$ cat config.mk
export PLATFORM = sky130hd
export DESIGN_NAME = hazard_mask
export DESIGN_NICKNAME = d
export VERILOG_FILES = /design/src/dataram_arb_pkg.sv /design/src/hazard_mask.sv
export VERILOG_INCLUDE_DIRS = /design/src
export SDC_FILE = /design/constraint.sdc
export NUM_CORES = 1
export LEC_CHECK = 0
export BUFFER_PORTS_ARGS = -buffer_cell sky130_fd_sc_hd__buf_2
export CAP_MARGIN = 20
export CORE_ASPECT_RATIO = 1.25
export CORE_MARGIN = 3
export CORE_UTILIZATION = 40
export DETAILED_ROUTE_END_ITERATION = 12
export MAX_ROUTING_LAYER = met4
export PLACE_DENSITY = 0.74
export SLEW_MARGIN = 20
export SYNTH_ARGS = -nofsm -noshare
export SYNTH_HDL_FRONTEND = slang
export SYNTH_SLANG_ARGS = --single-unit
$ cat constraint.sdc
create_clock -name vclk -period 3.1
set_clock_uncertainty 0.05 [all_clocks]
set_input_delay 0.62 -clock vclk [all_inputs]
set_output_delay 0.62 -clock vclk [all_outputs]
set_load 0.01 [all_outputs]
$ cat src/dataram_arb_defines.svh
`ifndef DATARAM_ARB_DEFINES_SVH
`define DATARAM_ARB_DEFINES_SVH

`define DA_NUM_RAMS      8
`define DA_NUM_CHANNELS  2
`define DA_RAM_ID_W      3
`define DA_TIMER_W       16     // Timer depth in cycles

`define DA_NUM_RD_SRC    3
`define DA_NUM_WR_SRC    3

// Read block delay per RAM group
`define DA_RD_BLOCK0     1
`define DA_RD_BLOCK1     2
`define DA_RD_BLOCK2     3
`define DA_RD_BLOCK3     4

`define DA_WR_BLOCK0     8      // Write block delay, group 0
`define DA_WR_BLOCK1     7
`define DA_WR_BLOCK2     6
`define DA_WR_BLOCK3     5

`define DA_WR_CMD_WEST   2
`define DA_WR_CMD_EAST   3
`define DA_WR_CMD_LF     6      // Linefill lands last

`endif

$ cat src/dataram_arb_pkg.sv
`default_nettype none

`include "dataram_arb_defines.svh"

package dataram_arb_pkg;

    typedef enum logic [1:0] {
        RD_WEST  = 2'd0,
        RD_EAST  = 2'd1,
        RD_EVICT = 2'd2
    } rd_src_e;

    typedef enum logic [1:0] {
        WR_WEST     = 2'd0,
        WR_EAST     = 2'd1,
        WR_LINEFILL = 2'd2
    } wr_src_e;

    typedef logic [`DA_RAM_ID_W-1:0] ram_id_t;
    typedef logic [`DA_TIMER_W-1:0]  timer_t;

    // Cycles from write grant to channel use
    function automatic int unsigned wr_cmd_delay(wr_src_e src);
        case (src)
            WR_WEST: return `DA_WR_CMD_WEST;
            WR_EAST: return `DA_WR_CMD_EAST;
            default: return `DA_WR_CMD_LF;
        endcase
    endfunction

    function automatic int unsigned wr_block_delay(logic [1:0] grp);
        case (grp)
            2'd0:    return `DA_WR_BLOCK0;
            2'd1:    return `DA_WR_BLOCK1;
            2'd2:    return `DA_WR_BLOCK2;
            default: return `DA_WR_BLOCK3;
        endcase
    endfunction

endpackage

`default_nettype wire

$ cat src/hazard_mask.sv
`default_nettype none

`include "dataram_arb_defines.svh"

module hazard_mask
    import dataram_arb_pkg::*;
(
    input  logic    rd_vld     [`DA_NUM_RD_SRC],
    input  ram_id_t rd_ram_id  [`DA_NUM_RD_SRC],
    input  logic    wr_vld     [`DA_NUM_WR_SRC],
    input  ram_id_t wr_ram_id  [`DA_NUM_WR_SRC],
    input  timer_t  chan_busy  [`DA_NUM_CHANNELS],
    input  timer_t  ram_busy   [`DA_NUM_RAMS],
    output logic    rd_allowed [`DA_NUM_RD_SRC],
    output logic    wr_allowed [`DA_NUM_WR_SRC]
);

    function automatic int unsigned rd_block_delay(logic [1:0] grp);
        case (grp)
            2'd0:    return `DA_RD_BLOCK0;
            2'd1:    return `DA_RD_BLOCK1;
            2'd2:    return `DA_RD_BLOCK2;
            default: return `DA_RD_BLOCK3;
        endcase
    endfunction

    // Reads take the channel next cycle, the RAM after the group delay
    for (genvar i = 0; i < `DA_NUM_RD_SRC; i++) begin : g_rd
        logic chan_ok;
        logic ram_ok;

        assign chan_ok = !chan_busy[rd_ram_id[i][0]][0];
        assign ram_ok  = !ram_busy[rd_ram_id[i]][rd_block_delay(rd_ram_id[i][2:1])];

        assign rd_allowed[i] = rd_vld[i] && chan_ok && ram_ok;
    end

    for (genvar i = 0; i < `DA_NUM_WR_SRC; i++) begin : g_wr
        localparam int unsigned CMD_DLY = wr_cmd_delay(wr_src_e'(i));  // Fixed per source

        logic        chan_ok;
        logic        ram_ok;
        int unsigned ram_slot;

        assign ram_slot = CMD_DLY + wr_block_delay(wr_ram_id[i][2:1]);
        assign chan_ok  = !chan_busy[wr_ram_id[i][0]][CMD_DLY];
        assign ram_ok   = !ram_busy[wr_ram_id[i]][ram_slot];

        assign wr_allowed[i] = wr_vld[i] && chan_ok && ram_ok;
    end

endmodule

`default_nettype wire

=== Yosys cells after proc, flatten, opt, wreduce, memory -nomap -nowiden ===
Index checks and enable logic that the tools add are counted.

* $add $sub $neg: 3
* Order comparisons: 18
* Equal/unequal tests: 12
* Mux-type cells: 54
* Bitwise operators: 12
* Reductions and logical operators: 30

{| class="wikitable"
|+ Operators by type and width
! kind !! count
|-
| binary-select mux 16 bit (select 3 bit) || 6
|-
| < comparator 32 x 5 -> 1 bit (second input constant) || 6
|-
| two-way mux 16 bit || 12
|-
| adder 2 x 32 -> 32 bit (first input constant) || 2
|-
| one-hot mux 4 bit (3 select lines) || 3
|-
| adder 3 x 32 -> 32 bit (first input constant) || 1
|-
| one-hot mux 3 bit (3 select lines) || 3
|-
| binary-select mux 1 bit (select 4 bit) || 6
|-
| greater-or-equal comparator 4 bit (second input constant) || 6
|-
| NOT 3 -> 4 bit || 6
|-
| two-way mux 7 bit || 3
|-
| two-way mux 1 bit || 15
|-
| == test 2 x 1 -> 1 bit (second input constant) || 6
|-
| == test 2 bit (second input constant) || 6
|-
| greater-or-equal comparator 2 bit (second input constant) || 6
|-
| logical AND 1 bit || 12
|-
| zero test 1 bit || 12
|-
| zero test 2 bit || 6
|-
| two-way mux 4 bit || 3
|-
| NOT 1 -> 2 bit || 6
|-
| two-way mux 3 bit || 3
|}

* Register bits: 0
* Input bits: 184

=== Depth between registers and ports, before layout ===
Gate-level depths: netlist (run 1).

* Depth after elaboration: 8
* Mapped depth: 9
* Mapped depth without buffers: 7

=== Worst setup path after synthesis (run 1) ===
No wires, ideal clock.

* Path kind: input port to output port
* Start point: input wr_ram_id[4] in the netlist's numbering
* End point: output wr_allowed[1] in the netlist's numbering
* Arrival: 2.500 ns
* Data required time: 2.430 ns
* Path slack: -0.070 ns
* Cell stages on the path: 9
* Cells stage by stage: clkbuf_1 > clkinv_1 > ha_1 > clkbuf_1 > nor2_1 > a22oi_1 > a31o_2 > o311ai_0 > a21oi_1

{| class="wikitable"
|+ RTL lines
! what !! RTL line !! source
|-
| from (decl) || hazard_mask.sv:11 || <nowiki>input ram_id_t wr_ram_id [`DA_NUM_WR_SRC],</nowiki>
|-
| to (decl) || hazard_mask.sv:15 || <nowiki>output logic wr_allowed [`DA_NUM_WR_SRC]</nowiki>
|}

==> impl_metrics.tcl, run 1 <==
set metrics [dict create \
    yosys_warnings 0 \
    hp-class "in -> out" \
    grt_util_met3 0.0200 \
    worstSetupStartpointType "primary input" \
    use_met2 0.456 \
    routed-via-count 4003 \
    wl_per_cell_um 21.9 \
    grt_max_degree 19 \
    status "completed" \
    die_w_um 94.4 \
    hpwl_mm 11.6 \
    drt-total-wl_mm 13.6 \
    tightest_slew_ns 0.351 \
    critPathMaxFanout 7 \
    max_freq_ghz 0.325 \
    ant_nets 0 \
    place_congestion 0.947 \
    clkbuf_count 0 \
    antenna_found_initial 0 \
    cpPeakStageDelay_ns 0.52 \
    ys_top_cells_by_area "mux4_2 65%, mux2i_1 6.2%, ha_1 6.1%, nand3_1 1.8%, nand2_1 1.7%" \
    cp-end-kind "primary output" \
    path_cells "buf_12 > buf_12 > mux4_2 > mux4_2 > mux2_4 > o21ai_2 > buf_2" \
    finalHoldViolations 0 \
    ys_seq_area_frac 0 \
    port_buffers 166 \
    synth_most_common_cell "mux4_2" \
    design_area_mm2 0.00533 \
    post_layout_nonfiller_instances 622 \
    power.leakage_nw 2.26 \
    yosysTopAreaCellShare 0.646 \
    fp-row-count 39 \
    synth_largest_area_cell "mux4_2" \
    rsz0062_at_grt "yes" \
    holdWs_ns 1.52 \
    timing.final.crit_period_ns 3.08 \
    syn2layout_area_growth_pct 36.6 \
    ys_types 43 \
    relSlewSlack 0.760 \
    coreArea_mm2 0.00932 \
    busiest_layer "met2" \
    fin_util 0.572 \
    holdBufCountCts 0 \
    syn-num-nets 513 \
    nets 703 \
    viasPerCell 6.44 \
    postPlaceCellArea_mm2 0.00513 \
    cp_slowest_cell "mux4_2" \
    num-fill-cells 805 \
    syn_area_mm2 0.00390 \
    start_util 0.419 \
    grt.overflow.total 0 \
    drtPass1Iterations 4 \
    grt_pass1_vias 4055 \
    synth_common_cells "112 x mux4_2, 24 x mux2i_1, 19 x ha_1" \
    ir_drop_uv 91.3 \
    n_sequential_cell 0 \
    regArea_um2 0 \
    drive_gt1_frac 0.699 \
    boundaryPins 190 \
    worst-setup-path-type "in -> out" \
    drt_iter0_drc 187 \
    synth_cells 310 \
    powerDensity_mw_per_mm2 155 \
    tns_ns 0 \
    gr-usage-met1 0.307 \
    cp.arrival_ns 2.41 \
    die_y_um 116 \
    fin_crit_sh 0.993 \
    setup_viol 0 \
    maxCapViolations 0 \
    grt_use_total 0.253 \
    die_area_mm2 0.0110 \
    slew_viol_final 0 \
    postSynthAreaPerCell_um2 12.6 \
    required_ns 2.43 \
    grt_pass1_wl_mm 21.2 \
    drc 0 \
    dp.cells 615 \
]
-- metal layers --
metal / wire, um / part of all wire
met1: 4640 / 0.34
met2: 7310 / 0.54
met3: 1280 / 0.094
met4: 405 / 0.030
met5: 0 / 0
-- report_power, final --
part / total [mW] / switching, mW / internal, mW
Combinational: 0.825 / 0.353 / 0.471
Clock: 0.0000000431 / 0 / 0.0000000431
Sequential: 0 / 0 / 0
Total: 0.825 / 0.353 / 0.471
-- stage by stage --
| step | power, mW | setup WS (ns) |
|---|---|---|
| 6_report | 0.825 | 0.0205 |
| 3_5_place_dp | 0.782 | -0.131 |
| 5_1_grt | 0.886 | -0.0589 |
| 3_3_place_gp | 0.766 | -0.137 |
| 2_1_floorplan | 0.478 | 0.0140 |
| 4_1_cts | 0.806 | 0.00437 |
-- layout by cell type, fill, tap and decap left out, types with 4 or more instances in the layout --
cell type  count
nor2_1         7
a31oi_1        6
buf_12         6
nor2b_1        7
buf_2        160
nand3_1       14
a22oi_1        5
o21ai_0        4
inv_1         14
mux2i_1       24
mux4_2       112
buf_4         44
mux2_2         4
nand2_1       18
ha_1          17
-- worst max-delay path: cells and delay by family --
kind | cells | cell delay [ns]
buf+inv | 3 | 0.35
compound gates | 1 | 0.10
mux | 3 | 1.32
-- path summary, 6_finish.rpt --
| path | start | end | slack [ns] | cells after the start |
|---|---|---|---|---|
| min | wr_vld[1] | wr_allowed[1] | 1.52 | 4 |
| max | rd_ram_id[0] | rd_allowed[0] | 0.02 | 7 |
-- cell type report --
type                       instances  area [um^2]  area share
antenna                            1         2.50    0.000469
multi-input combinational        266         3740       0.702
inverter                          15         57.6      0.0108
timing repair buffer             217         1370       0.258
tap                              123          154      0.0289
-- cell families after synthesis --
logic type,share of synthesized area
XOR/XNOR,0.00224
AND/OR/NAND/NOR,0.0836
multiplexers,0.722
buffers and inverters,0.0554
adder cells (fa/ha/maj),0.0609
AO/OA/AOI/OAI,0.0759
-- timing repair --
item | in CTS | in global routing
buffers inserted | 2 | 2
gates resized for setup | 15 | 20
cloned | 2 | 0
setup endpoints to repair | 5 | 5
pin swaps | 2 | 5
(Power assumes the default switching activity.)
==> inputs of run 2 (changes only) <==
Settings changed: BUFFER_PORTS_ARGS -buffer_cell sky130_fd_sc_hd__buf_2 to unset, CAP_MARGIN 20 to unset, DONT_BUFFER_PORTS set to 1, PLACE_DENSITY 0.74 to unset.
==> run 2 against run 1 <==
Compared with the run above: maximum frequency rose by 6.8%; total power fell by 40%; critical path depth did not move; critical path type unchanged; critical endpoint is now rd_allowed[2]; largest cell class unchanged; largest power group unchanged.
==> impl_metrics.tcl, run 2 (same netlist as run 1, synthesis figures left out) <==
set metrics [dict create \
    grt_pass1_wl_mm 18.6 \
    swShare 0.332 \
    drc 0 \
    post_cts_buffers 0 \
    grt_pass1_vias 3481 \
    combPwrFrac 1.000 \
    viasPerCell 7.56 \
    cts_resized 0 \
    die_y_um 116 \
    required_ns 2.43 \
    grt_max_degree 29 \
    wl_per_cell_um 30.3 \
    p_seq_frac 0 \
    drive_gt1_frac 0.439 \
    boundaryPins 190 \
    switchingPower_uw 165 \
    routed-via-count 3083 \
    fin_crit_sh 0.930 \
    grt_use_total 0.226 \
    cp-end-kind "primary output" \
    nets 490 \
    worst-setup-path-type "in -> out" \
    path_cells "inv_1 > ha_1 > nor2_1 > a311o_1 > nor3_1 > or4_1 > a21oi_1" \
    tns_ns 0 \
    fin_util 0.422 \
    drtPass1Iterations 4 \
    cp.arrival_ns 2.21 \
    p_int_uw 333 \
    mostFrequentLayoutCell "mux4_2" \
    powerDensity_mw_per_mm2 127 \
    max_freq_ghz 0.347 \
    power.leakage_nw 1.31 \
    maxCapViolations 0 \
    cpPeakStageDelay_ns 0.51 \
    tightest_slew_ns 0.434 \
    setup_viol 0 \
    cp_slowest_cell "or4_1" \
    num_antenna_cells 0 \
    clkPwrFrac 0 \
    finalHoldViolations 0 \
    drt-total-wl_mm 12.4 \
    drt_iter0_drc 76 \
    place_congestion 0.883 \
    die_area_mm2 0.0110 \
    relSlewSlack 0.709 \
    fp-row-count 39 \
    holdBufCountCts 0 \
    rsz0062_at_grt "no" \
    coreArea_mm2 0.00932 \
    most-common-layout-cells "112 x mux4_2, 24 x mux2i_1, 19 x ha_1" \
    hp-class "in -> out" \
    syn2layout_area_growth_pct 0.641 \
    antenna_found_initial 0 \
    ir_drop_uv 49.3 \
    timing.final.crit_period_ns 2.88 \
    start_util 0.419 \
    hpwl_mm 10.3 \
    worstSetupStartpointType "primary input" \
    slew_viol_final 0 \
    regArea_um2 0 \
    critPathMaxFanout 14 \
    n_sequential_cell 0 \
    port_buffers 0 \
    ant_nets 0 \
    die_w_um 94.4 \
    clkbuf_count 0 \
    grt.overflow.total 0 \
    status "completed" \
]
==> run 2: changes by cell type in the layout (fill, tap and decap cells not counted), sizes merged <==
cell	delta
buf	-213
diode	-1
==> run 2: layout make-up <==
class,instances,area (um^2)
fillers,885,5390
multi-input cells,266,3690
well taps,123,154
inverters,15,57.6
repair buffers,4,30.0
==> run 2: final timing paths <==
kind              cells past startpoint            end  slack, ns         start
hold / removal                        2  wr_allowed[1]       1.30     wr_vld[1]
setup / recovery                      7  rd_allowed[2]       0.22  rd_ram_id[8]
==> run 2: routing by layer <==
layer | track usage | wire (um)
met3 | 0.0438 | 1110
met2 | 0.441 | 6990
met1 | 0.236 | 4000
met5 | - | 0
met4 | 0.0414 | 261
==> run 2: per-stage QoR <==
stage               std cells  hold WS, ns  instance area [um^2]  total power [mW]  worst slack, ns
finish                    408         1.30                  3930             0.498            0.218
floorplan                 310         1.28                  3910             0.478           0.0140
global route              408         1.30                  3930             0.533           0.0821
detailed placement        408         1.30                  3930             0.499            0.221
CTS                       408         1.30                  3930             0.504            0.217
global placement          408         1.30                  3930             0.497            0.198
==> run 2: critical path: cells and delay by family <==
| kind | cells | cell delay [ns] |
|---|---|---|
| compound gates | 2 | 0.44 |
| fa+ha+maj | 1 | 0.19 |
| buf+inv | 1 | 0.05 |
| simple gates | 3 | 0.91 |
==> run 2: power groups by stage <==
stage	Combinational [mW]	Sequential [mW]	Clock, mW
2_1_floorplan	0.478	0	0
3_3_place_gp	0.497	0	0
3_5_place_dp	0.499	0	0
4_1_cts	0.504	0	0
5_1_grt	0.533	0	0
6_report	0.498	0	0
