--- src/dataram_arb_defines.svh ---
`ifndef DATARAM_ARB_DEFINES_SVH
`define DATARAM_ARB_DEFINES_SVH

`define DA_NUM_RAMS      8
`define DA_NUM_CHANNELS  2
`define DA_RAM_ID_W      3
`define DA_TIMER_W       16     // Timer depth in cycles

`define DA_NUM_RD_SRC    3
`define DA_NUM_WR_SRC    3

// Read block delay per RAM group
`define DA_RD_BLOCK0     1
`define DA_RD_BLOCK1     2
`define DA_RD_BLOCK2     3
`define DA_RD_BLOCK3     4

`define DA_WR_BLOCK0     8      // Write block delay, group 0
`define DA_WR_BLOCK1     7
`define DA_WR_BLOCK2     6
`define DA_WR_BLOCK3     5

`define DA_WR_CMD_WEST   2
`define DA_WR_CMD_EAST   3
`define DA_WR_CMD_LF     6      // Linefill lands last

`endif

--- src/dataram_arb_pkg.sv ---
`default_nettype none

`include "dataram_arb_defines.svh"

package dataram_arb_pkg;

    typedef enum logic [1:0] {
        RD_WEST  = 2'd0,
        RD_EAST  = 2'd1,
        RD_EVICT = 2'd2
    } rd_src_e;

    typedef enum logic [1:0] {
        WR_WEST     = 2'd0,
        WR_EAST     = 2'd1,
        WR_LINEFILL = 2'd2
    } wr_src_e;

    typedef logic [`DA_RAM_ID_W-1:0] ram_id_t;
    typedef logic [`DA_TIMER_W-1:0]  timer_t;

    // Cycles from write grant to channel use
    function automatic int unsigned wr_cmd_delay(wr_src_e src);
        case (src)
            WR_WEST: return `DA_WR_CMD_WEST;
            WR_EAST: return `DA_WR_CMD_EAST;
            default: return `DA_WR_CMD_LF;
        endcase
    endfunction

    function automatic int unsigned wr_block_delay(logic [1:0] grp);
        case (grp)
            2'd0:    return `DA_WR_BLOCK0;
            2'd1:    return `DA_WR_BLOCK1;
            2'd2:    return `DA_WR_BLOCK2;
            default: return `DA_WR_BLOCK3;
        endcase
    endfunction

endpackage

`default_nettype wire

--- src/rr_grant.sv ---
`default_nettype none

module rr_grant
    import dataram_arb_pkg::*;
#(
    parameter int unsigned NUM_SRC = 3
) (
    input  logic       clk,
    input  logic       rst_n,
    input  logic       req        [NUM_SRC],
    input  ram_id_t    req_ram_id [NUM_SRC],
    input  logic       arb_rdy,
    output logic       gnt        [NUM_SRC],
    output logic       out_vld,
    output logic [1:0] out_src,
    output ram_id_t    out_ram_id
);

    logic [1:0]         ptr;  // Highest priority source
    logic [1:0]         win;
    logic               found;
    logic               fire;
    logic [NUM_SRC-1:0] req_vec;
    logic [NUM_SRC-1:0] gnt_vec;

    always_comb begin
        found = 1'b0;
        win   = 2'd0;
        for (int off = 0; off < NUM_SRC; off++) begin
            if (!found && req[(int'(ptr) + off) % NUM_SRC]) begin
                found = 1'b1;
                win   = 2'((int'(ptr) + off) % NUM_SRC);
            end
        end
    end

    assign fire = found && arb_rdy && rst_n;  // Nothing leaves under back-pressure

    for (genvar i = 0; i < NUM_SRC; i++) begin : g_src
        assign req_vec[i] = req[i];
        assign gnt_vec[i] = fire && (win == 2'(i));
        assign gnt[i]     = gnt_vec[i];
    end

    assign out_vld    = fire;
    assign out_src    = win;
    assign out_ram_id = req_ram_id[win];

    always_ff @(posedge clk) begin
        if (!rst_n) begin
            ptr <= 2'd0;
        end else if (fire) begin
            ptr <= (int'(win) == NUM_SRC - 1) ? 2'd0 : win + 2'd1;
        end
    end

    a_gnt_legal: assert property (@(posedge clk) disable iff (!rst_n)
        $onehot0(gnt_vec) && ((gnt_vec & ~req_vec) == '0))
        else $error("illegal grant vector");

endmodule

`default_nettype wire

--- config.mk ---
export PLATFORM = sky130hd
export DESIGN_NAME = rr_grant
export DESIGN_NICKNAME = d
export VERILOG_FILES = /design/src/dataram_arb_pkg.sv /design/src/rr_grant.sv
export VERILOG_INCLUDE_DIRS = /design/src
export SDC_FILE = /design/constraint.sdc
export NUM_CORES = 1
export LEC_CHECK = 0
export BUFFER_PORTS_ARGS = -buffer_cell sky130_fd_sc_hd__buf_2
export CAP_MARGIN = 20
export CORE_AREA = 2 2 39 41
export CTS_CLUSTER_DIAMETER = 30
export DETAILED_ROUTE_END_ITERATION = 8
export DIE_AREA = 0 0 41 43
export PLACE_DENSITY = 0.68
export SYNTH_ARGS = -nofsm -noshare
export SYNTH_HDL_FRONTEND = slang
export SYNTH_SLANG_ARGS = --single-unit
--- constraint.sdc ---
create_clock -name clk -period 3.2 [get_ports clk]
set_clock_uncertainty 0.15 [all_clocks]
set_input_delay 0.48 -clock clk [delete_from_list [all_inputs] [get_ports clk]]
set_output_delay 0.48 -clock clk [all_outputs]
set_load 0.03 [all_outputs]
# Yosys cells after proc, flatten, opt, wreduce, memory -nomap -nowiden
# Index checks and enable logic that the tools add are counted.
# op_classes
n_eq_ne	2
order_cmp	4
reduce_logical	10
div_mod_pow	3
addsub	3
bitwise	4
muxes	19
# ops
op	n
$ge 33x3->1 const B	3
$not 32->33	3
$mod 32x2->32 const B	2
$mod 2x2->32 const B	1
$mux 1	9
$mux 2	4
$logic_and 1x1->1	7
$bmux 1 s2	3
$bmux 3 s2	1
$mux 3	2
$add 2x1->3 const B	1
$add 2x2->3 const B	1
$ge 3x3->1 const B	1
$not 2->3	1
$add 2x1->2 const B	1
$eq 2x1->1 const B	1
$eq 2x2->1 const B	1
$logic_not 1->1	2
$logic_not 2->1	1
# totals
reg_bits	2

# Logic depth before layout (Yosys ltp)
# Gate-level depths: netlist (run 1).
# logic_depth
word_depth	16
ltp_mapped	9
ltp_nobuf	8

# Least setup slack after synthesis (run 1)
# Ideal clock, no wire load.
# synth_path
path_kind	register -> output
from	register ptr[0]
to	output out_ram_id[0]
arrival_ns	2.343
path_stages_with_launch	9
setup_slack_ns	0.226
n_path_buf	1
path_cell_list	dfxtp_1 > inv_1 > ha_1 > buf_2 > mux2i_1 > o22ai_1 > o311a_4 > or2_4 > o221ai_1
# synth_between
elab_chain_len	16
# synth_lines
item	line_no	text
start, declared	rr_grant.sv:19	logic [1:0] ptr;
start signal, assigned	rr_grant.sv:53	ptr <= (int'(win) == NUM_SRC - 1) ? 2'd0 : win + 2'd1;
parallel branches: the longest is 11 deep, another holds $mod 32x2->32	-	
$mux 2 *	rr_grant.sv:30	if (!found && req[(int'(ptr) + off) % NUM_SRC]) begin
$not 2->3 (implied by the code) *	rr_grant.sv:47	assign out_ram_id = req_ram_id[win];
$bmux 3 s2 *	rr_grant.sv:47	
$mux 3 (implied by the code) * (2 in a row)	rr_grant.sv:47	
end, declared	rr_grant.sv:16	output ram_id_t out_ram_id
# Every way passes the cells marked *. The select of a mux whose other input is x is not followed.

# Worst setup path after layout (run 1)
# layout_path
from	register ptr[0]
to	output out_ram_id[1]
# The elaborated chain is that of the path after synthesis.

==> metrics.cfg, run 1 <==
[status]
status = completed

[clock_tree]
htree_levels = 1
cts_hold_buffers = 0
numClockSinks = 2
numCtsBuffers = 3
clock_latency_ns = 0.23
root_buffer = clkbuf_4
cts_tree = done
clk_pin_slew_ns = 0.03
cts-resized-gates = 0
post_cts_buffers = 0
clk_path_buf_depth = 2

[power_and_ir_drop]
leakage_nw = 0.325
peakVddDrop_mv = 0.197
power_mw = 0.258
p_per_area_nw_per_um2 = 385

[hold_path]
hold_path_depth = 2
worstHoldEndpoint = ptr[0]
hp-class = reg2reg
hp-start = ptr[0]

[drt]
via_count = 586
via_per_inst = 5.38
ant_nets = 0
drc = 0
first_pass_iters = 4
wl_per_cell_um = 11.5
drt-initial-drc-count = 10
wl_um = 1250

[placement]
dpl_cell_area_um2 = 626
place_hpwl_um = 926
dp_cells = 106
place.port_buffers = 23
detailedPlace.worstSlack_ns = 0.249
gp_congestion = 0.728

[layout]
finalNetCount = 114
multiInputGateArea_um2 = 414
stdcell_area_um2 = 669
reg.largest.list = ptr (2)
num_antenna_cells = 0
register_area_um2 = 40.0
post_layout_nonfiller_instances = 109
regMostFlops = ptr
drive_above_1_share = 0.366
area_delta_synth_final_pct = 32.4
largest_reg_flops = 2
fillerInstances = 145
fin_util = 0.484

[floorplan]
coreArea_um2 = 1380
initial_core_util = 0.365
die-area_um2 = 1760
row_count = 14
die_width_um = 41
die_y_um = 43
io_pins = 24

[worst_setup_path]
ff2ff_path_depth = 7
arrival_ns = 2.43
critPathKind = reg2out
worstPathCellList = inv_1 -> ha_4 -> mux2i_2 -> o22ai_1 -> o311a_4 -> or2_4 -> o221ai_1 -> buf_2
cp_max_fo = 10
crit_slowest_cell = dfxtp_1
cp-start-kind = flop
r2r_end = ptr[1]
cpPeakStageDelay_ns = 0.36
r2r-start = ptr[1]
cp.required_ns = 2.57
reg2reg_slack_ns = 0.96
worstSetupEndpointType = primary output

[yosys]
syn_nets = 89
ys.flop_type = dfxtp_1
synth.area.top_cells = ha_1 9.9%, inv_1 8.9%, dfxtp_1 7.9%
synth_top_cell_by_area = ha_1
synthMostInstantiatedCell = inv_1
yosysWarnings = 0
netlist_top_cells_count = 12 x inv_1, 8 x nand2_1, 4 x ha_1, 4 x o211ai_1
synth_top_area_share = 0.0990
ys_ff_latch = 2
syn-cell-area_um2 = 505
seq_area_frac_synth = 0.0792
synth.distinct_cells = 32
postSynthAreaPerCell_um2 = 7.22
async_flop_share = 0
synth_edf_count = 0
syn-instance-count = 70

[timing]
postLayoutSetupSlackWorst_ns = 0.143
max_freq_mhz = 327
worst_pin_slew_ns = 0.455
maxSlewViolCount = 0
period_share = 0.955
finalHoldViolCount = 0
setup_tns_ns = 0
setup_viol = 0
maxSlewHeadroom = 0.695
period_minus_slack_ns = 3.06
whs_ns = 0.353

[global_route]
grt_pass1_wl_um = 1990
grt_usage = 0.161
grt_max_degree = 13
first_global_vias = 518
grt.overflow.total = 0
antenna_found_initial = 0

[job]
drv_cap = 0

-- critical path, delay by kind of cell, from the launching register on --
kind	cells	cell delay (ns)
compound gates	3	0.64
flops	1	0.36
fa+ha+maj	1	0.34
buf+inv	2	0.32
simple gates	1	0.27
mux	1	0.26
-- placed cells by master (no fill, tap or decap), types with 3 or more instances in the layout --
cell type,instances
nand3b_1,3
inv_1,12
nand2_1,8
o221ai_1,3
buf_2,21
o211ai_1,4
clkbuf_4,3
buf_4,3
ha_1,3
-- worst max path at each step --
stage          startpoint             to  slack [ns]  cells after the start
3_5_place_dp       ptr[0]  out_ram_id[2]        0.25                      8
5_1_grt            ptr[0]  out_ram_id[1]       -0.02                      8
3_3_place_gp       ptr[0]  out_ram_id[0]        0.32                      8
4_1_cts            ptr[0]  out_ram_id[2]        0.02                      8
6_report           ptr[0]  out_ram_id[1]        0.14                      8
2_1_floorplan      ptr[0]  out_ram_id[0]        0.23                      8
-- logic make-up (layout without fill, tap and decap cells) --
| kind of cell | Yosys count | in the layout | synth area share |
|---|---|---|---|
| fa+ha+maj | 4 | 4 | 0.0990 |
| buf+inv | 16 | 39 | 0.134 |
| compound gates | 24 | 24 | 0.396 |
| simple gates | 20 | 20 | 0.210 |
| flops | 2 | 2 | 0.0792 |
| mux | 4 | 4 | 0.0817 |
-- final cells by class --
type                    instances  share of cell area
clock buffers                   3              0.0336
inverters                      12              0.0673
repair buffers                 24               0.191
well taps                      16              0.0299
multi-input cells              52               0.619
flip-flops and latches          2              0.0598
-- power breakdown --
group          internal [mW]  switching (mW)
Clock                 0.0414          0.0147
Combinational         0.0700           0.103
Sequential            0.0271         0.00224
Total                  0.138           0.120
-- per-layer routing --
layer  track usage  share of wire  up-vias
met1         0.222           0.45      272
li1              -              -      301
met5             0              0        -
met4         0.100              0        0
met3        0.0157          0.038        0
met2         0.228           0.51       13
Note: power is estimated with default switching activity, not from simulation.
==> run 2: changes to the inputs <==
CORE_AREA = not set   (was 2 2 39 41)
CORE_MARGIN = 2   (was not set)
CORE_UTILIZATION = 39   (was not set)
DIE_AREA = not set   (was 0 0 41 43)
PLACE_DENSITY = 0.69   (was 0.68)
==> metrics.cfg, run 2 (synthesis results as in run 1) <==
[status]
status = completed

[clock_tree]
numCtsBuffers = 3  ; unchanged
clk_pin_slew_ns = 0.03  ; about the same
htree_levels = 1  ; unchanged
clock_latency_ns = 0.22  ; about the same
numClockSinks = 2  ; unchanged
post_cts_buffers = 0  ; unchanged
clk_path_buf_depth = 2  ; unchanged
cts_tree = done
root_buffer = clkbuf_4

[drt]
wl_per_cell_um = 11.0  ; -4.2%
first_pass_iters = 4  ; unchanged
wl_um = 1180  ; -6.0%
via_count = 566  ; -3.4%
drt-initial-drc-count = 2  ; -8
drc = 0  ; unchanged
ant_nets = 0  ; unchanged
via_per_inst = 5.29  ; -1.6%

[timing]
setup_tns_ns = 0  ; unchanged
maxSlewViolCount = 0  ; unchanged
max_freq_mhz = 326  ; -0.43%
whs_ns = 0.373  ; +0.0200 ns
postLayoutSetupSlackWorst_ns = 0.130  ; -0.0133 ns
finalHoldViolCount = 0  ; unchanged
rsz0062_at_grt = false
setup_viol = 0  ; unchanged
period_minus_slack_ns = 3.07  ; +0.0133 ns
worst_pin_slew_ns = 0.426  ; -0.0287 ns
period_share = 0.959  ; +0.00415
maxSlewHeadroom = 0.714  ; +0.0193

[power_and_ir_drop]
peakVddDrop_mv = 0.268  ; +36%
p_per_area_nw_per_um2 = 380  ; -1.5%
leakage_nw = 0.329  ; +1.1%
power_mw = 0.251  ; -2.7%

[layout]
area_delta_synth_final_pct = 30.7
post_layout_nonfiller_instances = 107  ; -1.8%
regMostFlops = ptr
multiInputGateArea_um2 = 410  ; -0.91%
layout_commonest_cell = buf_2
fillerInstances = 104  ; -28%
reg.largest.list = ptr (2)
layout_common_cells = 22 x buf_2, 12 x inv_1, 8 x nand2_1
register_area_um2 = 40.0  ; unchanged
num_antenna_cells = 0  ; unchanged
stdcell_area_um2 = 661  ; -1.3%
finalNetCount = 114  ; unchanged
fin_util = 0.571  ; +0.0877
drive_above_1_share = 0.355  ; -0.0108
largest_reg_flops = 2  ; unchanged

[global_route]
grt.overflow.total = 0  ; unchanged
grt_max_degree = 13  ; unchanged
antenna_found_initial = 0  ; unchanged
grt_usage = 0.175  ; +0.0137
first_global_vias = 490  ; -5.4%
grt_pass1_wl_um = 1900  ; -4.5%

[placement]
place_hpwl_um = 937  ; +1.2%
dpl_cell_area_um2 = 623  ; -0.40%
detailedPlace.worstSlack_ns = 0.218  ; -0.0317 ns
dp_cells = 104  ; -1.9%
gp_congestion = 0.811  ; +11%
place.port_buffers = 23  ; unchanged

[hold_path]
hp-class = reg2reg

[worst_setup_path]
reg2reg_slack_ns = 0.94  ; -0.02 ns
cp-start-kind = flop
crit_end = out_ram_id[2]
worstSetupStartpoint = ptr[0]
worstSetupEndpointType = primary output
cp.required_ns = 2.57  ; about the same
cp_max_fo = 10  ; unchanged
r2r-start = ptr[1]
critPathKind = reg2out
ff2ff_path_depth = 7  ; unchanged
r2r_end = ptr[1]
arrival_ns = 2.44  ; about the same

[floorplan]
initial_core_util = 0.437  ; +0.0719
coreArea_um2 = 1160  ; -16%
io_pins = 24  ; unchanged
row_count = 12  ; -2
die_y_um = 40  ; -7.0%
die_width_um = 40  ; -2.4%
die-area_um2 = 1600  ; -9.2%

[job]
drv_cap = 0  ; unchanged

[run 2: report_power, final]
group / internal, mW / switching [mW]
logic: 0.0669 / 0.101
registers: 0.0271 / 0.00234
clock network: 0.0412 / 0.0125
[run 2: worst min path at each step]
| stage | startpoint | to | slack [ns] | cells after the start |
|---|---|---|---|---|
| 3_5_place_dp | ptr[1] | ptr[1] | 0.35 | 2 |
| 4_1_cts | ptr[1] | ptr[1] | 0.36 | 2 |
| 6_report | ptr[0] | ptr[0] | 0.37 | 2 |
| 3_3_place_gp | ptr[0] | ptr[0] | 0.34 | 2 |
| 5_1_grt | rst_n | ptr[1] | 0.37 | 2 |
| 2_1_floorplan | ptr[1] | ptr[1] | 0.33 | 2 |
[run 2: metal layers]
layer | GRT usage | vias up | wire, um
met2 | 0.298 | 19 | 564
li1 | - | 301 | -
met5 | 0 | - | 0
met1 | 0.219 | 246 | 540
met4 | 0.0517 | 0 | 0
met3 | 0.0333 | 0 | 72
[run 2: layout make-up]
cell class              count  area share
clock buffers               3      0.0341
inverters                  12      0.0682
multi-input cells          52       0.621
flip-flops and latches      2      0.0606
well taps                  14      0.0265
repair buffers             24       0.189
[run 2: critical path: stages, from the launching register on]
cell and delay (ns):
dfxtp_1 0.37, inv_1 0.11, ha_4 0.33, mux2i_1 0.25, o22ai_1 0.14, o311a_4 0.35
or2_4 0.27, o221ai_1 0.18, clkbuf_4 0.23
[run 2: repair_timing]
action | CTS | global route
gates resized for setup | 1 | 2
hold buffers | 0 | 0
setup endpoints to repair | 1 | 4
==> run 3: changes to the inputs <==
PLACE_DENSITY = 0.75   (was 0.69)
SETUP_SLACK_MARGIN = 0.3   (was not set)
TNS_END_PERCENT = 20   (was not set)
==> metrics.cfg, run 3 (synthesis results as in run 1) <==
[status]
status = completed

[worst_setup_path]
cp_max_fo = 8  ; -2
arrival_ns = 2.32  ; -0.12 ns
worstSetupEndpointType = primary output
cp.required_ns = 2.57  ; about the same
critPathKind = reg2out
cp-start-kind = flop

[floorplan]
die-area_um2 = 1600  ; unchanged
initial_core_util = 0.437  ; unchanged
die_y_um = 40  ; unchanged
coreArea_um2 = 1160  ; unchanged
row_count = 12  ; unchanged
io_pins = 24  ; unchanged
die_width_um = 40  ; unchanged

[clock_tree]
numCtsBuffers = 3  ; unchanged
htree_levels = 1  ; unchanged
clk_path_buf_depth = 2  ; unchanged
numClockSinks = 2  ; unchanged
root_buffer = clkbuf_4
cts_hold_buffers = 0  ; unchanged
clock_latency_ns = 0.23  ; about the same
clk_pin_slew_ns = 0.03  ; about the same
cts_tree = done

[drt]
drc = 0  ; unchanged
first_pass_iters = 4  ; unchanged
drt-initial-drc-count = 10  ; +8
ant_nets = 0  ; unchanged
via_count = 643  ; +14%
wl_per_cell_um = 14.4  ; +31%
wl_um = 1650  ; +40%
via_per_inst = 5.64  ; +6.6%

[timing]
max_freq_mhz = 339  ; +4.0%
maxSlewViolCount = 0  ; unchanged
setup_viol = 0  ; unchanged
setup_tns_ns = 0  ; unchanged
period_minus_slack_ns = 2.95  ; -0.119 ns
rsz0062_at_grt = true
finalHoldViolCount = 0  ; unchanged
maxSlewHeadroom = 0.775  ; +0.0612
worst_pin_slew_ns = 0.336  ; -0.0898 ns
period_share = 0.922  ; -0.0372
postLayoutSetupSlackWorst_ns = 0.249  ; +0.119 ns

[layout]
largest_reg_flops = 2  ; unchanged
layout_common_cells = 20 x buf_2, 11 x inv_1, 8 x nand2_1
fillerInstances = 92  ; -12%
num_antenna_cells = 0  ; unchanged
reg.largest.list = ptr (2)
drive_above_1_share = 0.540  ; +0.185
layout_commonest_cell = buf_2
area_delta_synth_final_pct = 61.4
finalNetCount = 121  ; +6.1%
fin_util = 0.706  ; +0.134
regMostFlops = ptr

[power_and_ir_drop]
leakage_nw = 0.372  ; +13%
peakVddDrop_mv = 0.212  ; -21%
p_per_area_nw_per_um2 = 383  ; +0.84%

[placement]
detailedPlace.worstSlack_ns = 0.252  ; +0.0338 ns
gp_congestion = 0.777  ; -4.1%
place_hpwl_um = 923  ; -1.5%
place.port_buffers = 23  ; unchanged

[global_route]
grt_max_degree = 13  ; unchanged
grt_usage = 0.217  ; +0.0428
antenna_found_initial = 0  ; unchanged
grt_pass1_wl_um = 2360  ; +24%
grt.overflow.total = 0  ; unchanged
first_global_vias = 584  ; +19%

[job]
drv_cap = 0  ; unchanged

[hold_path]
hp-class = reg2reg

==> run 3: area by class of cell <==
class / instances / area, um2 / share of cell area
Tap cell: 14 / 17.5 / 0.0215
Multi-Input combinational cell: 52 / 488 / 0.598
Sequential cell: 2 / 45.0 / 0.0552
Timing Repair Buffer: 31 / 198 / 0.242
Inverter: 12 / 45.0 / 0.0552
Clock buffer: 3 / 22.5 / 0.0276
==> run 3: worst max-delay path, stage by stage, from the launching register on <==
cell	delay (ns)
dfxtp_2	0.36
inv_1	0.08
ha_2	0.23
mux2i_1	0.17
mux2_4	0.34
a32oi_2	0.26
buf_2	0.24
o211ai_1	0.15
o221ai_2	0.10
buf_6	0.16
==> run 3: per-layer routing <==
| metal | routed length [um] | GRT usage |
|---|---|---|
| met4 | 34 | 0.103 |
| met3 | 90 | 0.0722 |
| met5 | 0 | 0 |
| met1 | 746 | 0.233 |
| met2 | 775 | 0.379 |
==> run 3: stage by stage <==
step	hold WS (ns)	cell area (um2)	power, mW	instances
floorplan	0.326	505	0.154	70
finish	0.360	816	0.312	114
CTS	0.344	737	0.283	111
global placement	0.353	623	0.190	104
global route	0.376	816	0.329	114
detailed placement	0.360	623	0.191	104
==> run 3: report_power, final <==
group | switching [mW] | internal [mW] | leakage [nW] | total, mW
clock network | 0.0147 | 0.0414 | 0.0138 | 0.0561
registers | 0.00221 | 0.0272 | 0.0175 | 0.0294
logic | 0.126 | 0.101 | 0.341 | 0.227
total | 0.143 | 0.170 | 0.372 | 0.312
==> run 3: repair_timing <==
item	in CTS	in global routing
buffers inserted	4	2
cloned	0	1
endpoints found under the setup margin	6	6
pin swaps	3	10
gates resized for setup	14	18
==> run 3: final timing paths <==
check	from	end	slack (ns)	cells after the start
setup / recovery	ptr[1]	out_ram_id[2]	0.25	9
hold reg to reg	ptr[1]	ptr[1]	0.36	2
hold / removal	ptr[1]	ptr[1]	0.36	2
setup reg to reg	ptr[1]	ptr[0]	1.02	8
