File: src/dataram_arb_defines.svh
`ifndef DATARAM_ARB_DEFINES_SVH
`define DATARAM_ARB_DEFINES_SVH

`define DA_NUM_RAMS      8
`define DA_NUM_CHANNELS  2
`define DA_RAM_ID_W      3
`define DA_TIMER_W       16     // Timer depth in cycles

`define DA_NUM_RD_SRC    3
`define DA_NUM_WR_SRC    3

// Read block delay per RAM group
`define DA_RD_BLOCK0     1
`define DA_RD_BLOCK1     2
`define DA_RD_BLOCK2     3
`define DA_RD_BLOCK3     4

`define DA_WR_BLOCK0     8      // Write block delay, group 0
`define DA_WR_BLOCK1     7
`define DA_WR_BLOCK2     6
`define DA_WR_BLOCK3     5

`define DA_WR_CMD_WEST   2
`define DA_WR_CMD_EAST   3
`define DA_WR_CMD_LF     6      // Linefill lands last

`endif

File: src/dataram_arb_pkg.sv
`default_nettype none

`include "dataram_arb_defines.svh"

package dataram_arb_pkg;

    typedef enum logic [1:0] {
        RD_WEST  = 2'd0,
        RD_EAST  = 2'd1,
        RD_EVICT = 2'd2
    } rd_src_e;

    typedef enum logic [1:0] {
        WR_WEST     = 2'd0,
        WR_EAST     = 2'd1,
        WR_LINEFILL = 2'd2
    } wr_src_e;

    typedef logic [`DA_RAM_ID_W-1:0] ram_id_t;
    typedef logic [`DA_TIMER_W-1:0]  timer_t;

    // Cycles from write grant to channel use
    function automatic int unsigned wr_cmd_delay(wr_src_e src);
        case (src)
            WR_WEST: return `DA_WR_CMD_WEST;
            WR_EAST: return `DA_WR_CMD_EAST;
            default: return `DA_WR_CMD_LF;
        endcase
    endfunction

    function automatic int unsigned wr_block_delay(logic [1:0] grp);
        case (grp)
            2'd0:    return `DA_WR_BLOCK0;
            2'd1:    return `DA_WR_BLOCK1;
            2'd2:    return `DA_WR_BLOCK2;
            default: return `DA_WR_BLOCK3;
        endcase
    endfunction

endpackage

`default_nettype wire

File: src/slot_timers.sv
`default_nettype none

`include "dataram_arb_defines.svh"

module slot_timers
    import dataram_arb_pkg::*;
(
    input  logic    clk,
    input  logic    rst_n,
    input  logic    wr_fire,
    input  wr_src_e wr_src,
    input  ram_id_t wr_ram_id,
    output timer_t  chan_busy [`DA_NUM_CHANNELS],
    output timer_t  ram_busy  [`DA_NUM_RAMS]
);

    int unsigned cmd_dly;
    int unsigned ram_dly;
    timer_t      chan_next [`DA_NUM_CHANNELS];
    timer_t      ram_next  [`DA_NUM_RAMS];

    assign cmd_dly = wr_cmd_delay(wr_src);
    assign ram_dly = cmd_dly + wr_block_delay(wr_ram_id[2:1]);  // Grant to RAM busy

    always_comb begin
        for (int c = 0; c < `DA_NUM_CHANNELS; c++) begin
            chan_next[c] = chan_busy[c] >> 1;
        end
        for (int r = 0; r < `DA_NUM_RAMS; r++) begin
            ram_next[r] = ram_busy[r] >> 1;
        end
        // The new bit lands one below its slot since the bank shifts at the same edge
        if (wr_fire) begin
            chan_next[wr_ram_id[0]][cmd_dly-1] = 1'b1;
            ram_next[wr_ram_id][ram_dly-1]     = 1'b1;
        end
    end

    always_ff @(posedge clk) begin
        if (!rst_n) begin
            for (int c = 0; c < `DA_NUM_CHANNELS; c++) begin
                chan_busy[c] <= '0;
            end
            for (int r = 0; r < `DA_NUM_RAMS; r++) begin
                ram_busy[r] <= '0;
            end
        end else begin
            chan_busy <= chan_next;
            ram_busy  <= ram_next;
        end
    end

    // Hazard mask upstream must keep a granted write off occupied slots
    a_chan_free: assert property (@(posedge clk) disable iff (!rst_n)
        wr_fire |-> !chan_busy[wr_ram_id[0]][cmd_dly])
        else $error("write granted onto a busy channel slot");

    a_ram_free: assert property (@(posedge clk) disable iff (!rst_n)
        wr_fire |-> !ram_busy[wr_ram_id][ram_dly])
        else $error("write granted onto a busy RAM slot");

endmodule

`default_nettype wire

File: config.mk
export PLATFORM = sky130hd
export DESIGN_NAME = slot_timers
export DESIGN_NICKNAME = d
export VERILOG_FILES = /design/src/dataram_arb_pkg.sv /design/src/slot_timers.sv
export VERILOG_INCLUDE_DIRS = /design/src
export SDC_FILE = /design/constraint.sdc
export NUM_CORES = 1
export LEC_CHECK = 0
export BUFFER_PORTS_ARGS = -buffer_cell sky130_fd_sc_hd__clkbuf_2
export CAP_MARGIN = 20
export CELL_PAD_IN_SITES_DETAIL_PLACEMENT = 0
export CELL_PAD_IN_SITES_GLOBAL_PLACEMENT = 1
export CORE_MARGIN = 2
export CORE_UTILIZATION = 38
export CTS_BUF_LIST = sky130_fd_sc_hd__clkbuf_8
export DETAILED_ROUTE_END_ITERATION = 6
export PLACE_DENSITY_LB_ADDON = 0.1
export SLEW_MARGIN = 25
export SYNTH_ARGS = -nofsm -noshare
export SYNTH_HDL_FRONTEND = slang
export SYNTH_SLANG_ARGS = --single-unit
File: constraint.sdc
create_clock -name clk -period 2.85 [get_ports clk]
set_input_delay 0.57 -clock clk [delete_from_list [all_inputs] [get_ports clk]]
set_output_delay 0.57 -clock clk [all_outputs]
set_load 0.005 [all_outputs]
# After elaboration in Yosys (flattened, before gate mapping)
# Index checks and enable logic that the tools add are counted.
[classes] addsub=3 n_lt_le_gt_ge=8 n_eq_ne=3 mux=12 n_bitwise=4 n_reduce_logical=7
[ops] op="127-bit by 128-bit OR with 128-bit output" n=1
[ops] op="127-bit two-way mux" n=1
[ops] op="32-bit by 1-bit greater-or-equal comparator with 1-bit output (second input constant)" n=2
[ops] op="32-bit by 5-bit < comparator with 1-bit output (second input constant)" n=2
[ops] op="16-bit demux with 3-bit select" n=1
[ops] op="32-bit adder" n=1
[ops] op="16-bit two-way mux" n=2
[ops] op="31-bit by 32-bit OR with 32-bit output" n=1
[ops] op="32-bit by 1-bit subtractor with 32-bit output (second input constant)" n=1
[ops] op="31-bit two-way mux" n=1
[ops] op="16-bit demux with 1-bit select" n=1
[ops] op="4-bit case mux with 3 select lines" n=1
[ops] op="1-bit demux with 4-bit select" n=2
[ops] op="3-bit case mux with 2 select lines" n=1
[ops] op="2-bit by 1-bit == test with 1-bit output (second input constant)" n=2
[ops] op="4-bit greater-or-equal comparator (second input constant)" n=1
[ops] op="1-bit logical AND" n=4
[ops] op="2-bit logical NOT" n=2
[ops] op="4-bit by 1-bit < comparator with 1-bit output (second input constant)" n=1
[ops] op="3-bit NOT with 4-bit output" n=1
[ops] op="3-bit by 1-bit subtractor with 4-bit output (second input constant)" n=1
[ops] op="2-bit == test (second input constant)" n=1
[ops] op="2-bit greater-or-equal comparator (second input constant)" n=1
[ops] op="2-bit by 1-bit < comparator with 1-bit output (second input constant)" n=1
[ops] op="3 further kinds" n=4
[word_totals] regBits=160 input_bits=8 output_inout_bits=160

# Longest topological paths before layout
# Gate-level depths: netlist of the first run.
[depth] word_depth=12 ltp_mapped=13

# Least setup slack after synthesis of the first run
# Ideal clock, no wire load.
[synth_path] path_kind="input-to-reg" startpoint="input wr_ram_id[1]" endpoint="register ram_busy[10] (netlist name)" setup_time_ps=123 arrival_time_ps=2308 required_time_ps=2727 slack_ps=419 cell_stages=9 path_buffers=1 path_cell_list="inv_1 -> ha_1 -> inv_1 -> ha_1 -> and3b_1 -> a22oi_2 -> a2bb2oi_2 -> buf_2 -> o21ai_0"
[synth_between] elab_chain_cells=12 word_cells_on_any_way=19 cone_classes="add/sub: 2; order compare: 4; eq/ne: 2; mux: 6; bitwise: 2; reduce/logical: 3"
[synth_lines] element="start: declaration" line_no="slot_timers.sv:12" rtl="input ram_id_t wr_ram_id,"
[synth_lines] element="2-bit == test (tied with other cells)" line_no="dataram_arb_pkg.sv:32" rtl="case (grp)"
[synth_lines] element="4-bit case mux with 3 select lines" line_no="dataram_arb_pkg.sv:32"
[synth_lines] element="32-bit adder" line_no="slot_timers.sv:23" rtl="assign ram_dly = cmd_dly + wr_block_delay(wr_ram_id[2:1]);"
[synth_lines] element="32-bit by 1-bit subtractor with 32-bit output" line_no="slot_timers.sv:35" rtl="ram_next[wr_ram_id][ram_dly-1] = 1'b1;"
[synth_lines] element="32-bit by 1-bit greater-or-equal comparator with 1-bit output (not written as such) or 32-bit by 5-bit < comparator with 1-bit output (tied branches)" line_no="slot_timers.sv:35"
[synth_lines] element="1-bit logical AND (not written as such)" line_no="slot_timers.sv:35"
[synth_lines] element="1-bit two-way mux (not written as such)" line_no="slot_timers.sv:35"
[synth_lines] element="1-bit demux with 4-bit select" line_no="slot_timers.sv:35"
[synth_lines] element="16-bit two-way mux (not written as such)" line_no="slot_timers.sv:35"
[synth_lines] element="16-bit demux with 3-bit select (*)" line_no="slot_timers.sv:35"
[synth_lines] element="127-bit by 128-bit OR with 128-bit output (no source line) (*)"
[synth_lines] element="127-bit two-way mux (*)" line_no="slot_timers.sv:33" rtl="if (wr_fire) begin"
[synth_lines] element="end signal: assignment" line_no="slot_timers.sv:49" rtl="ram_busy <= ram_next;"
[synth_lines] element="end: declaration" line_no="slot_timers.sv:14" rtl="output timer_t ram_busy [`DA_NUM_RAMS]"
# Mark *: on every way between the ends. The rest lies on a longest branch, timed or not.
# A chain may end at the register's enable or synchronous reset.

# Final worst setup path of the first run
[layout_path] startpoint="input wr_ram_id[2]" endpoint="register ram_busy[124] (netlist name)"
# The elaborated chain is that of the path after synthesis.

==> qor.yml, run 1 <==
synth_ff_type: "dfxtp_1"
initial_core_util: 0.3896
synth-edff-count: 0
hold_buffers: 0
ys_warn_count: 0
path_buf_inv: 3
cts_made_buffers: 17
crit_family: "compound AO/OA/AOI/OAI gates"
ir_worst_vdd_v: 0.0002710
grt_antenna_before_repair: 0
die_x_microns: 120.8
endpoint_kind: "flop"
cts-resized-gates: 0
synth_cell_types: 33
firstDrtPassIters: 4
async_flop_share: 0
finalCritPeriodShare: 0.8338
htree_levels: 4
clk_latency_ps: 450
grt_use_total: 0.1952
hold_path_class: "reg -> reg"
post_cts_buffers: 0
fin_tns_setup_ps: 0
path_clk_slew_ps: 80
synth_cells: 586
status: "finished clean"
yosysTopAreaCell: "dfxtp_1"
final_area_sq_um: 6459
worstSetupPathType: "in -> reg"
synth_seq_cells: 144
fin_nets: 749
synth_area_sq_um: 5180
max_stage_delay_ps: 560
grt_max_degree: 64
drv_cap: 0
root_buffer: "clkbuf_8"
io_buffers: 151
power_leakage_uw: 0.002715
wl_microns: 13980
fmax_mhz: 420.8
core_area_sq_um: 13300
yosys-top-cells-area: "dfxtp_1 56%, nand2_1 11%, o21ai_0 6.2%"
area_growth_pct: 24.69
slowest_stage: "a221o_2"
drtIter0Drc: 293
grt_pass1_vias: 4125
crit_path_start_kind: "input port"
min_period_ps: 2376
yosys-top-cells-count: "156 x nand2_1, 144 x dfxtp_1, 64 x o21ai_0"
viasPerCell: 4.791
rsz0062_at_grt: "false"
hold_viol_final: 0
yosysTopAreaCellShare: 0.5565
tightest_slew_ps: 660.7
maxSlewViolCount: 0
worstPathCellList: "clkbuf_2, inv_1, ha_1, nor2_1, ha_1, inv_1, ha_1, a221o_2, nor3_1, nand2_1, o21ai_0"
routedWlPerCell_microns: 15.19
ys_seq_area_frac: 0.5565
antenna_cells: 0
cp.arrival_ps: 2740
pin_count: 168
final_antenna_net_count: 0
setup_viol: 0
cp_common_cell: "ha_1"
cts_tree: "done"
power.density_nw_per_um2: 649.5
cp_max_fo: 16
synth.most_common_cell: "nand2_1"
slew_headroom: 0.5595
place_hpwl_microns: 9975
gr-total-overflow: 0
dr_total_vias: 4408
die_h_microns: 120.8
drive_gt1_frac: 0.2903
crit_required_ps: 3220
clockBufferDepth: 2
grt_pass1_wl_microns: 21800
gp_congestion: 0.8412
fin_skew_ps: 9.992
clock-sinks: 144
syn_area_per_cell_sq_um: 8.840
drc: 0
placed_cell_area_sq_um: 6010
dieArea_sq_um: 14580
row_count: 42
## logic make-up (layout without fill, tap and decap cells)
group / Yosys count / after routing / synth area share
AND/OR/NAND/NOR: 230 / 230 / 0.1990
flip-flops: 144 / 144 / 0.5565
AO/OA/AOI/OAI: 136 / 136 / 0.1459
buffers and inverters: 64 / 205 / 0.07198
adder cells (fa/ha/maj): 10 / 10 / 0.02415
other: 1 / 18 / 0.0007239
XOR/XNOR: 1 / 1 / 0.001691
## cells in the final DEF, fill, tap and decap left out, drive strengths merged, types with 5 or more instances in the layout
cell | netlist | routed
buf | 38 | 15
ha | 10 | 10
dfxtp | 144 | 144
nand2 | 157 | 157
clkbuf | 18 | 171
nor3 | 42 | 42
conb | 1 | 18
clkinv | 1 | 6
nor2 | 7 | 7
and2 | 8 | 8
inv | 7 | 8
o21ai | 122 | 122
o21a | 5 | 5
## layout make-up
cell class | count | area (sq um)
clock inverter | 11 | 160.2
clock buffer | 21 | 289.0
sequential | 144 | 2883
inverter | 8 | 30.03
multi-input combinational | 395 | 1988
fill | 1303 | 6837
tap | 176 | 220.2
timing repair buffer | 165 | 888.4
## final timing paths
kind | to | depth (start not counted) | from | slack [ps]
worst max-delay path | ram_busy[124] | 11 | wr_ram_id[2] | 470
worst min register to register | ram_busy[84] | 2 | ram_busy[85] | 440
worst max register to register | chan_busy[5] | 2 | chan_busy[6] | 2230
worst min-delay path | ram_busy[84] | 2 | ram_busy[85] | 440
## tightest hold or removal path, stage by stage, from the launching register on
cell and delay (ps):
dfxtp_1 310, nand2_1 50, o21ai_1 50
## flip-flops by register name (all words and copies together) (netlist names)
| name | count |
|---|---|
| ram_busy | 128 |
| chan_busy | 16 |
## per-layer routing
layer  track usage  vias up  wire length, microns
met5             0        -                     0
met1        0.2578     2063                  6653
li1              -     2199                     -
met2        0.2998      129                  6299
met3       0.06981       17                   815
met4       0.05741        0                   209
## power by group
| group | switching, uW | internal [uW] | leakage (uW) |
|---|---|---|---|
| Clock | 748 | 1040 | 0.000233 |
| Combinational | 264 | 103 | 0.00132 |
| Sequential | 10.2 | 2030 | 0.00116 |
| Total | 1020 | 3170 | 0.00271 |
## through the flow
stage                     instances  hold slack, ps  setup WS, ps  utilization  total power [uW]
after floorplan                 603           443.0         419.4            -              2351
after global placement          888           436.0         82.52       0.4520              2453
after detailed placement        888           442.2         1.122       0.4520              2456
after CTS                       920           447.4         449.7       0.4858              4238
after global routing            920           463.2         246.0       0.4858              4373
final                           920           442.3         473.6       0.4858              4195
(Power assumes the default switching activity.)
==> inputs of run 2 (changes only) <==
clock period = 2.35 ns   (was 2.85 ns; I/O delays follow)
==> run 2 against run 1 <==
Core utilization grew 1.5 points. Flip-flop and latch count unchanged. Worst setup slack worse by 290 ps. Final cell count is 2.4% higher.
==> qor.yml, run 2 (same netlist as run 1, synthesis figures left out) <==
status: "finished clean"
rsz0062_at_grt: "false"
cp_max_fo: 9
power.density_nw_per_um2: 771.8
hold_buffers: 0
clockBufferDepth: 2
met3_length_microns: 811
layout_commonest_cell: "nand2_1"
ir_worst_vdd_v: 0.0003786
gp_congestion: 0.8299
worstSetupPathType: "in -> reg"
crit_required_ps: 2710
gr-total-overflow: 0
timing.rr.start: "chan_busy[6]"
regMostFlops: "ram_busy"
firstDrtPassIters: 4
setup_viol: 0
fin_skew_ps: 8.038
cts-resized-gates: 0
r2r_slack_ps: 1710
drv_cap: 0
largest_reg_flops: 128
fin_nets: 771
drtIter0Drc: 244
regArea_sq_um: 2883
viasPerCell: 4.757
setup_slack_ps: 182.2
grt_use_total: 0.1932
clock-sinks: 144
fmax_mhz: 461.3
routedWlPerCell_microns: 14.93
min_period_ps: 2168
io_buffers: 151
pin_count: 168
max_stage_delay_ps: 440
wl_met1_microns: 6562
layout_common_cells: "156 x nand2_1, 150 x clkbuf_2, 144 x dfxtp_1"
die_h_microns: 120.8
cts_tree: "done"
worstPathCellList: "clkbuf_2, inv_1, ha_1, nor2_1, ha_1, inv_1, ha_1, a221o_2, buf_4, nor3_1, nand2_1, o21ai_0"
antenna_cells: 0
endpoint_kind: "flop"
reg_top3: "ram_busy: 128 flops, chan_busy: 16 flops"
dieArea_sq_um: 14580
min_from: "wr_src[0]"
fill_cells: 1338
hold_depth: 3
hold_viol_final: 0
timing.rr.end: "chan_busy[5]"
drc: 0
core_area_sq_um: 13300
wl_met2_microns: 6579
wl_microns: 14070
area_growth_pct: 28.62
finalCritPeriodShare: 0.9225
maxSlewViolCount: 0
post_cts_buffers: 0
hold_path_class: "in -> reg"
cp_common_cell: "ha_1"
row_count: 42
htree_levels: 4
path_clk_slew_ps: 80
grt_pass1_vias: 4216
cts_made_buffers: 17
r2r_cells: 2
power_uw: 5142
place_hpwl_microns: 10300
cp.arrival_ps: 2530
initial_core_util: 0.3896
root_buffer: "clkbuf_8"
slowest_stage: "a221o_2"
die_x_microns: 120.8
grt_max_degree: 41
power_leakage_uw: 0.002831
final_antenna_net_count: 0
min_to: "chan_busy[17]"
dr_total_vias: 4481
top_layer_used: "met4"
drive_gt1_frac: 0.3094
clk_latency_ps: 440
crit_path_start_kind: "input port"
grt_pass1_wl_microns: 21860
grt_antenna_before_repair: 0
multi_input_area_sq_um: 1988
post-place-ws_ps: -259.5
run 2: cell count changes in the layout (fill, tap and decap cells not counted), sizes merged:
cell	before	now
buf	15	37
clkinv	6	4
clkinvlp	1	2
inv	8	9
run 2: cell type report:
cell class,instances,share of cell area
Clock buffer,21,0.04338
Clock inverter,11,0.02423
Inverter,8,0.004507
Multi-Input combinational cell,395,0.2984
Sequential cell,144,0.4327
Tap cell,176,0.03305
Timing Repair Buffer,187,0.1638
run 2: metal layers:
metal	up-vias	track usage
met5	-	0
met4	0	0.05596
met3	10	0.05943
met2	140	0.3069
met1	2090	0.2532
li1	2241	-
run 2: critical path: cells and delay by family:
| family | cells | cell delay [ps] |
|---|---|---|
| adders and majority gates | 3 | 630 |
| and+or+nand+nor | 3 | 370 |
| AOI/OAI and AO/OA | 2 | 670 |
| buffers and inverters | 4 | 370 |
run 2: metrics by stage:
stage               instances  utilization  cell area [sq um]  hold slack (ps)  TNS (ps)
finish                    942       0.5011               6663            385.5         0
global route              942       0.5011               6663            361.2         0
CTS                       942       0.5011               6663            353.7         0
detailed placement        910       0.4673               6212            443.4    -20930
global placement          910       0.4673               6212            436.5    -15510
floorplan                 603            -               5244            443.0         0
run 2: worst max-delay path by stage:
stage	endpoint	cells past startpoint	startpoint
floorplan	ram_busy[10]	9	wr_ram_id[1]
global placement	ram_busy[73]	12	wr_ram_id[2]
detailed placement	ram_busy[65]	12	wr_ram_id[2]
CTS	ram_busy[96]	12	wr_ram_id[2]
global route	ram_busy[96]	12	wr_ram_id[2]
finish	ram_busy[96]	12	wr_ram_id[2]
run 2: where the power goes:
part	switching (uW)	total [uW]	internal (uW)
Sequential	12.7	2470	2460
Clock	892	2150	1260
Combinational	331	515	183
Total	1240	5140	3910
==> inputs of run 3 (changes only) <==
CORE_ASPECT_RATIO = 1.2   (was unset)
==> run 3 against run 2 <==
Total power fell by 3.2%. Core utilization fell by 0.12 points. Register-to-register slack barely moved. Critical endpoint is now ram_busy[109]. Final cell count fell by 0.85%. Clock power fell by 9%. Fmax rose by 3.3%. Global-route usage rose by 0.33 points. Design area fell by 0.24%. Sequential power barely moved. Flip-flop and latch count did not move. First-iteration DRC count rose by 0.82%. Hold slack barely moved.
==> qor.yml, run 3 (same netlist as run 1, synthesis figures left out) <==
worstPathCellList: "clkbuf_2, inv_1, ha_1, nor2_1, ha_1, inv_1, ha_2, a221o_2, buf_12, nor3_1, nand2_1, o21ai_0"
cts_tree: "done"
fmax_mhz: 476.6
clk_latency_ps: 440
finalCritPeriodShare: 0.8929
min_period_ps: 2098
root_buffer: "clkbuf_8"
worstSetupPathType: "in -> reg"
grt_max_degree: 40
largest_reg_flops: 128
htree_levels: 4
setup_viol: 0
crit_required_ps: 2710
layout_commonest_cell: "nand2_1"
maxSlewViolCount: 0
viasPerCell: 4.730
layout_common_cells: "155 x nand2_1, 150 x clkbuf_2, 144 x dfxtp_1"
drv_cap: 0
cts_made_buffers: 17
clockBufferDepth: 2
hold_viol_final: 0
drtIter0Drc: 246
area_growth_pct: 28.31
ir_worst_vdd_v: 0.0003814
final_antenna_net_count: 0
slew_headroom: 0.6582
hold_buffers: 0
grt_use_total: 0.1965
max_stage_delay_ps: 380
setup_slack_ps: 251.7
post-place-ws_ps: -294.1
cp_max_fo: 9
path_clk_slew_ps: 80
grt_pass1_wl_microns: 22930
gr-total-overflow: 0
reg_top3: "ram_busy: 128 flops, chan_busy: 16 flops"
fin_tns_setup_ps: 0
gp_congestion: 0.7838
row_count: 46
crit_path_start_kind: "input port"
status: "finished clean"
tightest_slew_ps: 507.4
clock-sinks: 144
initial_core_util: 0.3896
fin_nets: 771
drive_gt1_frac: 0.3107
routedWlPerCell_microns: 15.19
power.density_nw_per_um2: 749.3
die_x_microns: 110.6
wl_microns: 14190
core_area_sq_um: 13300
dr_total_vias: 4418
power_leakage_uw: 0.002832
antenna_cells: 0
die_h_microns: 131.9
place_hpwl_microns: 10330
rsz0062_at_grt: "false"
drc: 0
post_cts_buffers: 0
grt_pass1_vias: 4323
hold_path_class: "in -> reg"
endpoint_kind: "flop"
fin_util: 0.4999
grt_antenna_before_repair: 0
slowest_stage: "a221o_2"
io_buffers: 151
pin_count: 168
dieArea_sq_um: 14580
power_uw: 4980
fin_skew_ps: 10.92
firstDrtPassIters: 4
cp.arrival_ps: 2460
regMostFlops: "ram_busy"
==> run 3: cell types whose count changed in the layout (fill, tap and decap cells not counted), sizes merged <==
cell / previous run / this run
bufinv: 4 / 3
clkinvlp: 2 / 1
clkinv: 4 / 6
clkbuf: 171 / 168
inv: 9 / 12
==> run 3: layer usage <==
metal  share of wire  routed length (microns)  global-route usage  up-vias
met5               0                        0                   0        -
met4           0.018                      249             0.08125        0
met3           0.042                      594             0.05379       18
met2            0.49                     6949              0.3211      114
met1            0.45                     6398              0.2457     2042
li1                -                        -                   -     2244
==> run 3: area by class of cell <==
| type | instances | area [sq um] |
|---|---|---|
| Multi-Input combinational cell | 395 | 2009 |
| Tap cell | 168 | 210.2 |
| Sequential cell | 144 | 2883 |
| Clock inverter | 14 | 150.1 |
| Clock buffer | 18 | 247.7 |
| Fill cell | 1369 | 6649 |
| Inverter | 8 | 30.03 |
| Timing Repair Buffer | 187 | 1116 |
==> run 3: critical path, delay by kind of cell <==
kind | cells | cell delay (ps)
adders and majority gates | 3 | 590
buffers and inverters | 4 | 380
and+or+nand+nor | 3 | 470
AOI/OAI and AO/OA | 2 | 550
==> run 3: report_power, final <==
group | internal (uW) | leakage (uW) | total [uW] | switching [uW]
sequential | 2460 | 0.00116 | 2470 | 11.7
combinational | 200 | 0.00145 | 543 | 342
clock | 1060 | 0.000218 | 1960 | 905
total | 3720 | 0.00283 | 4980 | 1260
==> run 3: path summary, 6_finish.rpt <==
kind	slack (ps)	from	to	cells after the start
setup / recovery	250	wr_ram_id[2]	ram_busy[109]	12
hold / removal	390	wr_src[0]	chan_busy[17]	3
setup reg to reg	1720	chan_busy[6]	chan_busy[5]	2
hold reg to reg	450	ram_busy[53]	ram_busy[52]	2
==> run 3: what timing repair did <==
item / CTS / global route
endpoints found under the hold margin: 0 / 0
gates resized for setup: 0 / 3
setup endpoints to repair: 0 / 8
==> run 3: through the flow <==
stage,cells,hold slack [ps],instance area [sq um]
after floorplan,603,443.0,5244
after global placement,902,435.4,6238
after detailed placement,902,439.9,6238
after CTS,934,352.7,6636
after global routing,934,381.1,6646
final,934,385.0,6646
